## config.mk

```make
export PLATFORM = sky130hd
export DESIGN_NAME = dewall_field
export DESIGN_NICKNAME = d
export VERILOG_FILES = /design/src/common/dewall_pkg.sv /design/src/common/hit_event_if.sv /design/src/dewall/impact_scanner.sv /design/src/dewall/hit_event_fifo.sv /design/src/dewall/block_state.sv /design/src/logic/wall_renderer.sv /design/src/dewall/dewall_field.sv
export SDC_FILE = /design/constraint.sdc
export NUM_CORES = 1
export LEC_CHECK = 0
export BUFFER_PORTS_ARGS = -buffer_cell sky130_fd_sc_hd__buf_4
export CAP_MARGIN = 20
export CELL_PAD_IN_SITES_DETAIL_PLACEMENT = 2
export CELL_PAD_IN_SITES_GLOBAL_PLACEMENT = 2
export CORE_MARGIN = 4
export CORE_UTILIZATION = 36
export CTS_BUF_LIST = sky130_fd_sc_hd__clkbuf_8
export DETAILED_ROUTE_END_ITERATION = 8
export HOLD_SLACK_MARGIN = 0.02
export PLACE_DENSITY_LB_ADDON = 0.08
export SETUP_SLACK_MARGIN = 0.1
export SLEW_MARGIN = 15
export SYNTH_ARGS = -nofsm -noshare
export SYNTH_HDL_FRONTEND = slang
export SYNTH_SLANG_ARGS = --single-unit
export TNS_END_PERCENT = 30
```

## constraint.sdc

```tcl
create_clock -name Clk -period 3.81 [get_ports Clk]
set_input_delay 0.1905 -clock Clk [delete_from_list [all_inputs] [get_ports Clk]]
set_output_delay 0.1905 -clock Clk [all_outputs]
set_load 0.02 [all_outputs]
```

## src/common/dewall_pkg.sv

```systemverilog
`default_nettype none

package dewall_pkg;

	// ==================== sizes
	localparam int NUM_BLOCKS = 15;
	localparam int BLOCK_SIZE = 16;  // pixels per block edge
	localparam int FIFO_DEPTH = 4;

	typedef logic [9:0]            coord_t;       // 640x480 screen position
	typedef logic [3:0]            block_idx_t;
	typedef logic [0:0]            ball_id_t;     // 0 = ball 1, 1 = ball 2
	typedef logic [NUM_BLOCKS-1:0] alive_mask_t;

	// ==================== block table
	// upper-left corners in table order
	localparam coord_t BLOCK_X_MIN [NUM_BLOCKS] = '{
		10'd288, 10'd288, 10'd288,           // top column
		10'd240, 10'd240, 10'd240, 10'd240,  // middle left
		10'd336, 10'd336, 10'd336, 10'd336,  // middle right
		10'd208, 10'd208, 10'd400, 10'd400   // bottom
	};

	localparam coord_t BLOCK_Y_MIN [NUM_BLOCKS] = '{
		10'd64,  10'd80,  10'd96,
		10'd224, 10'd240, 10'd256, 10'd272,
		10'd224, 10'd240, 10'd256, 10'd272,
		10'd304, 10'd320, 10'd352, 10'd368
	};

	// ==================== state machines
	typedef enum logic [1:0] {
		idle,
		compare,
		raise_req,
		wait_ack_drop
	} scan_state_e;

	typedef enum logic {
		wait_req,
		hold_ack
	} hs_state_e;

	// point inside the 16x16 square of block idx including its edges
	function automatic logic in_block(coord_t x, coord_t y, block_idx_t idx);
		coord_t x_max;
		coord_t y_max;
		x_max = BLOCK_X_MIN[idx] + coord_t'(BLOCK_SIZE - 1);
		y_max = BLOCK_Y_MIN[idx] + coord_t'(BLOCK_SIZE - 1);
		return (x >= BLOCK_X_MIN[idx]) && (x <= x_max) &&
			(y >= BLOCK_Y_MIN[idx]) && (y <= y_max);
	endfunction

endpackage

`default_nettype wire

```

## src/common/hit_event_if.sv

```systemverilog
`timescale 1ns/1ps
`default_nettype none

// one destroyed-block candidate per four-phase transfer
interface hit_event_if;

	import dewall_pkg::*;

	logic       req;
	logic       ack;
	block_idx_t block;
	ball_id_t   ball;

	modport source (
		output req,
		output block,
		output ball,
		input  ack
	);

	modport sink (
		input  req,
		input  block,
		input  ball,
		output ack
	);

endinterface

`default_nettype wire

```

## src/dewall/impact_scanner.sv

```systemverilog
`timescale 1ns/1ps
`default_nettype none

module impact_scanner (
	input  wire logic               Clk,
	input  wire logic               rst_n,
	input  wire logic               frame_clk,
	input  wire logic               game_start_flag,
	input  wire dewall_pkg::coord_t ball1_x,
	input  wire dewall_pkg::coord_t ball1_y,
	input  wire dewall_pkg::coord_t ball2_x,
	input  wire dewall_pkg::coord_t ball2_y,
	input  wire logic               ball1_air,
	input  wire logic               ball2_air,
	hit_event_if.source             evt
);

	import dewall_pkg::*;

	logic [1:0]  frame_sync;
	logic        frame_prev;
	logic        frame_rise;
	logic        start;

	coord_t      lat_x   [2];
	coord_t      lat_y   [2];
	logic        lat_air [2];

	scan_state_e state;
	ball_id_t    ball_sel;
	block_idx_t  blk;
	logic        pair_hit;
	logic        last_pair;
	logic        step;

	// ==================== frame tick
	always_ff @(posedge Clk) begin
		if (!rst_n) begin
			frame_sync <= 2'b00;
			frame_prev <= 1'b0;
		end else begin
			frame_sync <= {frame_sync[0], frame_clk};
			frame_prev <= frame_sync[1];
		end
	end

	assign frame_rise = frame_sync[1] & ~frame_prev;
	assign start      = (state == idle) && frame_rise && game_start_flag;

	// ball snapshot for the whole scan
	always_ff @(posedge Clk) begin
		if (start) begin
			lat_x[0]   <= ball1_x;
			lat_y[0]   <= ball1_y;
			lat_air[0] <= ball1_air;
			lat_x[1]   <= ball2_x;
			lat_y[1]   <= ball2_y;
			lat_air[1] <= ball2_air;
		end
	end

	// ==================== pair walk
	assign pair_hit  = lat_air[ball_sel] && in_block(lat_x[ball_sel], lat_y[ball_sel], blk);
	assign last_pair = (blk == block_idx_t'(NUM_BLOCKS - 1)) && (ball_sel == ball_id_t'(1));
	assign step      = ((state == compare) && !pair_hit) ||
		((state == wait_ack_drop) && !evt.ack);

	always_ff @(posedge Clk) begin
		if (!rst_n) begin
			ball_sel <= '0;
			blk      <= '0;
		end else if (start) begin
			ball_sel <= '0;
			blk      <= '0;
		end else if (step) begin
			if (blk == block_idx_t'(NUM_BLOCKS - 1)) begin
				blk      <= '0;
				ball_sel <= ball_sel + 1'b1;
			end else begin
				blk <= blk + 1'b1;
			end
		end
	end

	always_ff @(posedge Clk) begin
		if (!rst_n) begin
			state   <= idle;
			evt.req <= 1'b0;
		end else begin
			case (state)
				idle: begin
					if (start)
						state <= compare;
				end
				compare: begin
					if (pair_hit)
						state <= raise_req;
					else
						state <= last_pair ? idle : compare;
				end
				raise_req: begin
					evt.req <= 1'b1;  // data was loaded one cycle earlier
					if (evt.req && evt.ack) begin
						evt.req <= 1'b0;
						state   <= wait_ack_drop;
					end
				end
				wait_ack_drop: begin
					if (!evt.ack)
						state <= last_pair ? idle : compare;
				end
				default: state <= idle;
			endcase
		end
	end

	always_ff @(posedge Clk) begin
		if ((state == compare) && pair_hit) begin
			evt.block <= blk;
			evt.ball  <= ball_sel;
		end
	end

	a_block_in_range: assert property (@(posedge Clk) disable iff (!rst_n)
		evt.req |-> (evt.block <= block_idx_t'(NUM_BLOCKS - 1)));

endmodule

`default_nettype wire

```

## src/dewall/hit_event_fifo.sv

```systemverilog
`timescale 1ns/1ps
`default_nettype none

module hit_event_fifo (
	input  wire logic   Clk,
	input  wire logic   rst_n,
	hit_event_if.sink   in_evt,
	hit_event_if.source out_evt
);

	import dewall_pkg::*;

	block_idx_t                    mem_block [FIFO_DEPTH];
	ball_id_t                      mem_ball  [FIFO_DEPTH];
	logic [$clog2(FIFO_DEPTH)-1:0] wr_ptr;
	logic [$clog2(FIFO_DEPTH)-1:0] rd_ptr;
	logic [$clog2(FIFO_DEPTH):0]   count;

	hs_state_e rx_state;
	logic      tx_wait_drop;  // ack of the last send still high
	logic      full;
	logic      empty;
	logic      push;
	logic      pop;

	assign full  = (count == FIFO_DEPTH);
	assign empty = (count == '0);
	assign push  = (rx_state == wait_req) && in_evt.req && !full;
	assign pop   = out_evt.req && out_evt.ack;

	// ==================== input side
	always_ff @(posedge Clk) begin
		if (!rst_n) begin
			rx_state   <= wait_req;
			in_evt.ack <= 1'b0;
		end else begin
			case (rx_state)
				wait_req: begin
					if (push) begin  // no space keeps ack low
						in_evt.ack <= 1'b1;
						rx_state   <= hold_ack;
					end
				end
				hold_ack: begin
					if (!in_evt.req) begin
						in_evt.ack <= 1'b0;
						rx_state   <= wait_req;
					end
				end
				default: rx_state <= wait_req;
			endcase
		end
	end

	always_ff @(posedge Clk) begin
		if (push) begin
			mem_block[wr_ptr] <= in_evt.block;
			mem_ball[wr_ptr]  <= in_evt.ball;
		end
	end

	always_ff @(posedge Clk) begin
		if (!rst_n) begin
			wr_ptr <= '0;
			rd_ptr <= '0;
			count  <= '0;
		end else begin
			if (push)
				wr_ptr <= wr_ptr + 1'b1;
			if (pop)
				rd_ptr <= rd_ptr + 1'b1;
			case ({push, pop})
				2'b10:   count <= count + 1'b1;
				2'b01:   count <= count - 1'b1;
				default: count <= count;
			endcase
		end
	end

	// ==================== output side
	assign out_evt.block = mem_block[rd_ptr];
	assign out_evt.ball  = mem_ball[rd_ptr];

	always_ff @(posedge Clk) begin
		if (!rst_n) begin
			out_evt.req  <= 1'b0;
			tx_wait_drop <= 1'b0;
		end else if (pop) begin
			out_evt.req  <= 1'b0;
			tx_wait_drop <= 1'b1;
		end else if (tx_wait_drop) begin
			if (!out_evt.ack)
				tx_wait_drop <= 1'b0;
		end else if (!empty) begin
			out_evt.req <= 1'b1;
		end
	end

	a_count_bound: assert property (@(posedge Clk) disable iff (!rst_n)
		count <= FIFO_DEPTH);

	a_out_stable: assert property (@(posedge Clk) disable iff (!rst_n)
		out_evt.req && !out_evt.ack |=> $stable(out_evt.block) && $stable(out_evt.ball));

endmodule

`default_nettype wire

```

## src/dewall/block_state.sv

```systemverilog
`timescale 1ns/1ps
`default_nettype none

module block_state (
	input  wire logic              Clk,
	input  wire logic              rst_n,
	input  wire logic              before_game_flag,
	hit_event_if.sink              evt,
	output dewall_pkg::alive_mask_t alive,
	output logic                   ball1_hit_dewall,
	output logic                   ball2_hit_dewall
);

	import dewall_pkg::*;

	hs_state_e  state;
	logic       take_q;      // event taken last cycle
	block_idx_t take_block;
	ball_id_t   take_ball;
	logic       destroy;

	// ==================== handshake
	always_ff @(posedge Clk) begin
		if (!rst_n) begin
			state   <= wait_req;
			evt.ack <= 1'b0;
			take_q  <= 1'b0;
		end else begin
			take_q <= 1'b0;
			case (state)
				wait_req: begin
					if (evt.req) begin
						evt.ack <= 1'b1;
						take_q  <= !before_game_flag;  // dropped before the game
						state   <= hold_ack;
					end
				end
				hold_ack: begin
					if (!evt.req) begin
						evt.ack <= 1'b0;
						state   <= wait_req;
					end
				end
				default: state <= wait_req;
			endcase
		end
	end

	always_ff @(posedge Clk) begin
		if ((state == wait_req) && evt.req) begin
			take_block <= evt.block;
			take_ball  <= evt.ball;
		end
	end

	// ==================== wall state
	// a block already down gives no second pulse
	assign destroy = take_q && alive[take_block] && !before_game_flag;

	always_ff @(posedge Clk) begin
		if (!rst_n) begin
			alive            <= '1;
			ball1_hit_dewall <= 1'b0;
			ball2_hit_dewall <= 1'b0;
		end else begin
			ball1_hit_dewall <= destroy && (take_ball == ball_id_t'(0));
			ball2_hit_dewall <= destroy && (take_ball == ball_id_t'(1));
			if (before_game_flag)
				alive <= '1;
			else if (destroy)
				alive[take_block] <= 1'b0;
		end
	end

	a_one_hit_per_cycle: assert property (@(posedge Clk) disable iff (!rst_n)
		!(ball1_hit_dewall && ball2_hit_dewall));

endmodule

`default_nettype wire

```

## src/logic/wall_renderer.sv

```systemverilog
`timescale 1ns/1ps
`default_nettype none

module wall_renderer (
	input  wire logic                    Clk,
	input  wire logic                    rst_n,
	input  wire logic                    game_start_flag,
	input  wire dewall_pkg::coord_t      draw_x,
	input  wire dewall_pkg::coord_t      draw_y,
	input  wire dewall_pkg::alive_mask_t alive,
	output logic                         is_dewall
);

	import dewall_pkg::*;

	logic beam_in_wall;

	// ==================== beam test
	always_comb begin
		beam_in_wall = 1'b0;
		for (int i = 0; i < NUM_BLOCKS; i++) begin
			if (alive[i] && in_block(draw_x, draw_y, block_idx_t'(i)))
				beam_in_wall = 1'b1;
		end
	end

	// one cycle behind the beam
	always_ff @(posedge Clk) begin
		if (!rst_n)
			is_dewall <= 1'b0;
		else
			is_dewall <= beam_in_wall & game_start_flag;  // wall hidden outside the game
	end

endmodule

`default_nettype wire

```

## src/dewall/dewall_field.sv

```systemverilog
`timescale 1ns/1ps
`default_nettype none

module dewall_field (
	input  wire logic               Clk,
	input  wire logic               rst_n,
	input  wire logic               frame_clk,         // frame tick at about 60 Hz
	input  wire logic               game_start_flag,
	input  wire logic               before_game_flag,
	input  wire dewall_pkg::coord_t draw_x,
	input  wire dewall_pkg::coord_t draw_y,
	input  wire dewall_pkg::coord_t ball1_x,
	input  wire dewall_pkg::coord_t ball1_y,
	input  wire dewall_pkg::coord_t ball2_x,
	input  wire dewall_pkg::coord_t ball2_y,
	input  wire logic               ball1_air,
	input  wire logic               ball2_air,
	output logic                    is_dewall,
	output logic                    ball1_hit_dewall,
	output logic                    ball2_hit_dewall
);

	import dewall_pkg::*;

	alive_mask_t alive;

	hit_event_if scan_evt ();   // scanner to buffer
	hit_event_if store_evt ();  // buffer to block state

	impact_scanner u_impact_scanner (
		.Clk             (Clk),
		.rst_n           (rst_n),
		.frame_clk       (frame_clk),
		.game_start_flag (game_start_flag),
		.ball1_x         (ball1_x),
		.ball1_y         (ball1_y),
		.ball2_x         (ball2_x),
		.ball2_y         (ball2_y),
		.ball1_air       (ball1_air),
		.ball2_air       (ball2_air),
		.evt             (scan_evt.source)
	);

	hit_event_fifo u_hit_event_fifo (
		.Clk     (Clk),
		.rst_n   (rst_n),
		.in_evt  (scan_evt.sink),
		.out_evt (store_evt.source)
	);

	block_state u_block_state (
		.Clk              (Clk),
		.rst_n            (rst_n),
		.before_game_flag (before_game_flag),
		.evt              (store_evt.sink),
		.alive            (alive),
		.ball1_hit_dewall (ball1_hit_dewall),
		.ball2_hit_dewall (ball2_hit_dewall)
	);

	wall_renderer u_wall_renderer (
		.Clk             (Clk),
		.rst_n           (rst_n),
		.game_start_flag (game_start_flag),
		.draw_x          (draw_x),
		.draw_y          (draw_y),
		.alive           (alive),
		.is_dewall       (is_dewall)
	);

endmodule

`default_nettype wire

```

==> results.txt <==
- Count of yosys warnings during synthesis: 0
* Number of vias per cell after detailed routing: 5.21
- Counting along the longest clock path gives a buffer depth of 2.
- Cell chosen for the clock root: sky130_fd_sc_hd__clkbuf_8
- The floorplan has between 40 and 50 rows.
- Area added between synthesis and finish: 30.0%
- By startpoint and endpoint, the worst setup path is classified as flop to flop.
* Post-Synthesis Cell Area: 5270 sq um
* Portion of the post-synthesis area used by sequential elements: 57.8%
* DRC viols: 0
- Total of fill cells in the finished design: roughly 1400
- Cell internal power was estimated by the tool at approximately 2.2 mW.
- Storage cell area: 3040 sq um
* Highest achievable clock rate: between 0.2 and 0.3 GHz
- Entering global routing, the biggest net connects between 40 and 50 pins.
* Maximum level of the CTS H-tree: 4
* Final Wtd Congestion: between 0.7 and 0.8
- Vias in the first global route: approximately 4400
- TritonCTS clock tree: done
- Fin crit share: between 90 and 100%
- Once detailed placement completed, the half-perimeter wirelength came to between 9000 and 10000 microns.
* Global route overflow: 0
* Remaining number of nets flagged by the antenna check after routing: 0
- Area of combinational cells with multiple inputs: about 2100 sq um
- In this run, the combinational gates consume between 5 and 6% of the power.
* Number of nets in the finished design: approximately 640
- Synthesis produced approximately 430 cells.
* Most used standard cells in the synthesized netlist: sky130_fd_sc_hd__edfxtp_1 (72), sky130_fd_sc_hd__dfxtp_1 (44), sky130_fd_sc_hd__nand2_1 (31)
* Tightest Hold Check Type: primary input to flop
* Share of post-route cells with drive strength above 1: a little under a quarter
* Final Slew Violations: 0
* Critical path data arrival time: between 3 and 4 ns
- Xor and xnor fraction of the mapped netlist area: ~1.2%
* Total number of clock tree sinks: roughly 120
- Share of synthesized cell area in and, or, nand and nor gates: ~15%
- Final setup vio count: 0
* Leading register cell type out of synthesis: sky130_fd_sc_hd__edfxtp_1
- For the pin with the worst max-slew slack, the measured transition is 0.853 ns.
- In this run, synthesis produced a sequential element count of 116.
* Power Density: roughly 400 nW/um^2
* Total clock buffers created by CTS: 17
- In this run the power spent charging and discharging nets is around 0.56 mW.
* Number of diodes added for antenna fixing: 0
- 70 I/O pins were placed.
* Synthesized-area fraction occupied by ao, oa, aoi and oai cells: 10.2%
* Mux cell area share after synthesis: under 10%
- Counting flops with an async set or reset pin after synthesis yields a share of 0%.
- In this run the horizontal extent of the chip is approximately 130 microns.
* Clock-pin slew on the worst setup and hold paths: 0.07 ns
* Leak Pwr: about 2.5 nW
* Nature of the critical path endpoint: flop
* Post-Synth Adder-Cell Area: between 6 and 7%
* Count of final hold-check violations: 0
- In the final routed layout, each cell accounts on average for between 15 and 20 microns.
- STA puts the critical path data required time at approximately 4.2 ns.
* Combinational family with the most area after synthesis: simple AND/OR/NAND/NOR gates
- The run finished with clean final reports.
- Most repeated cell in the gate-level netlist after synthesis: sky130_fd_sc_hd__edfxtp_1
- The die covers roughly 17000 sq um.
* Initial DRC count: 100
- Setup total negative slack: 0 ns
- Detailed Route WL: 14500 microns
- Number of I/O port buffers: 65
* Setup clock skew after layout: about 0.014 ns
- Final worst path period need: between 3 and 4 ns
* Fraction of power consumed by sequential logic: between 40% and 50%
- sky130_fd_sc_hd__edfxtp_1 takes more of the synthesized area than any other cell.
- In this run the tightest slew margin relative to its limit is a little over two fifths.
- Unique masters post-synth: slightly above 60
- Critical path launch point type: flop
- Including well taps, the total number of placed cells is ~660.
- At the later pin of the worst-skew pair, clock insertion delay measures 0.44 ns.
* Wire length of the first global-routing pass: between 20000 and 25000 microns
- IR analysis of the VDD net gives a maximum drop of between 0.0002 and 0.0003 V.
- The initial antenna violation count came to 0.
- Area contributors post-synth: sky130_fd_sc_hd__edfxtp_1 (41%), sky130_fd_sc_hd__dfxtp_1 (17%), sky130_fd_sc_hd__ha_1 (5.7%)
* Max-cap violations: 0
- Count of placed standard cells in the final layout, fillers left out: 740
- Setup repair after global routing could not meet its margin everywhere.
- Total via count in the routed design: just under 4000
- Top fanout value on the critical path: 10
* Layout Utilization: about 50%
- The synthesized design contains slightly above 70 enable-type register cells.
* Synth Net Count: about 520
- Clk pwr share: between 40% and 50%
* Number of iterations in the first detailed-routing pass: 4
* Y dimension of the die: around 130 microns
- GRT Resource Usage Total: roughly a fifth
- Switching Share: about a fifth
* Post-synthesis area per instance: approximately 12 sq um
- For this configuration, the core starts out at a cell density of approximately 37%.
* Area inside the core boundary: ~14000 sq um
- Of the post-synthesis cell area, the dominant cell type holds about two fifths.
==> area by class of cell <==
cell class                 count  area share (%)
clock buffer                  22            4.42
clock inverter                10            1.86
tap                          180            3.29
inverter                      22            1.21
multi-input combinational    274            30.4
sequential                   116            44.5
timing repair buffer         116            14.4
==> what timing repair did <==
| item | in CTS | in global routing |
|---|---|---|
| gates resized for setup | 0 | 1 |
| setup endpoints to repair | 0 | 7 |
| setup buffers | 0 | 0 |
| hold buffers | 45 | 0 |
| hold endpoints to repair | 45 | 0 |
==> worst max-delay path, cell delays in order, from the launching register on <==
cell                        delay, ns
sky130_fd_sc_hd__dfxtp_1         0.50
sky130_fd_sc_hd__ha_1            0.33
sky130_fd_sc_hd__inv_1           0.11
sky130_fd_sc_hd__ha_1            0.21
sky130_fd_sc_hd__nand2_1         0.08
sky130_fd_sc_hd__o21ai_0         0.13
sky130_fd_sc_hd__ha_1            0.34
sky130_fd_sc_hd__a211o_1         0.27
sky130_fd_sc_hd__nor3_1          0.30
sky130_fd_sc_hd__a41o_1          0.28
sky130_fd_sc_hd__a2111oi_2       0.08
sky130_fd_sc_hd__buf_4           0.20
sky130_fd_sc_hd__or4_1           0.50
sky130_fd_sc_hd__a21oi_1         0.15
==> final timing paths <==
kind	end	start	slack, ns	cells after the start
worst max-delay path	u_impact_scanner.blk[3]	u_impact_scanner.blk[0]	0.28	13
worst min-delay path	u_hit_event_fifo.out_evt.req	rst_n	0.14	2
worst max register to register	u_impact_scanner.blk[3]	u_impact_scanner.blk[0]	0.28	13
worst min register to register	u_block_state.ball1_hit_dewall	u_block_state.take_ball	0.46	1
==> registers in the layout (all words and copies together), names as in the netlist, 3 cells and up, named ones only <==
name and cells:
u_impact_scanner.lat_x 20, u_hit_event_fifo.mem_ball 4, u_impact_scanner.evt.block 4, u_block_state.alive 15
u_block_state.take_block 4, u_hit_event_fifo.count 3, u_hit_event_fifo.mem_block 16, u_impact_scanner.lat_y 20
u_impact_scanner.blk 4
==> placed cells by master (no fill, tap or decap), types with 16 or more instances in the layout <==
cell type	count
sky130_fd_sc_hd__dlygate4sd3_1	45
sky130_fd_sc_hd__o21ai_0	17
sky130_fd_sc_hd__and2_1	16
sky130_fd_sc_hd__inv_1	24
sky130_fd_sc_hd__clkbuf_8	22
sky130_fd_sc_hd__nand2_1	31
sky130_fd_sc_hd__dfxtp_1	44
sky130_fd_sc_hd__edfxtp_1	72
sky130_fd_sc_hd__nor2_1	19
sky130_fd_sc_hd__ha_1	24
sky130_fd_sc_hd__buf_4	71
==> power by group through the flow <==
| stage | clock network (mW) | logic (mW) | registers [mW] |
|---|---|---|---|
| floorplan | 0 | 0.0333 | 1.37 |
| global placement | 0 | 0.0947 | 1.37 |
| detailed placement | 0 | 0.0988 | 1.37 |
| CTS | 1.26 | 0.136 | 1.34 |
| global route | 1.33 | 0.154 | 1.34 |
| finish | 1.23 | 0.140 | 1.34 |
==> per-layer routing <==
| layer | GRT usage (%) | part of all wire (%) | vias to the layer above |
|---|---|---|---|
| li1 | - | - | 1835 |
| met1 | 21.5 | 41 | 1936 |
| met2 | 33.4 | 54 | 66 |
| met3 | 5.11 | 3.0 | 21 |
| met4 | 6.61 | 2.2 | 0 |
| met5 | 0 | 0 | - |
==> per-stage QoR <==
step           power, mW  worst slack (ns)  hold slack, ns  instance area (sq um)
6_report            2.72             0.276           0.137                   6850
5_1_grt             2.83            0.0670           0.127                   6850
4_1_cts             2.74             0.301           0.122                   6840
3_5_place_dp        1.47             0.334           0.370                   5960
3_3_place_gp        1.46             0.472           0.368                   5960
2_1_floorplan       1.40             0.534           0.266                   5270
==> cells by family (layout without fill, tap and decap cells) <==
kind of cell	after synthesis	in the layout
simple gates	139	139
flops	116	116
compound gates	78	78
buf+inv	39	170
fa+ha+maj	25	25
mux	25	25
xor+xnor	7	7
Note: power is estimated with default switching activity, not from simulation.
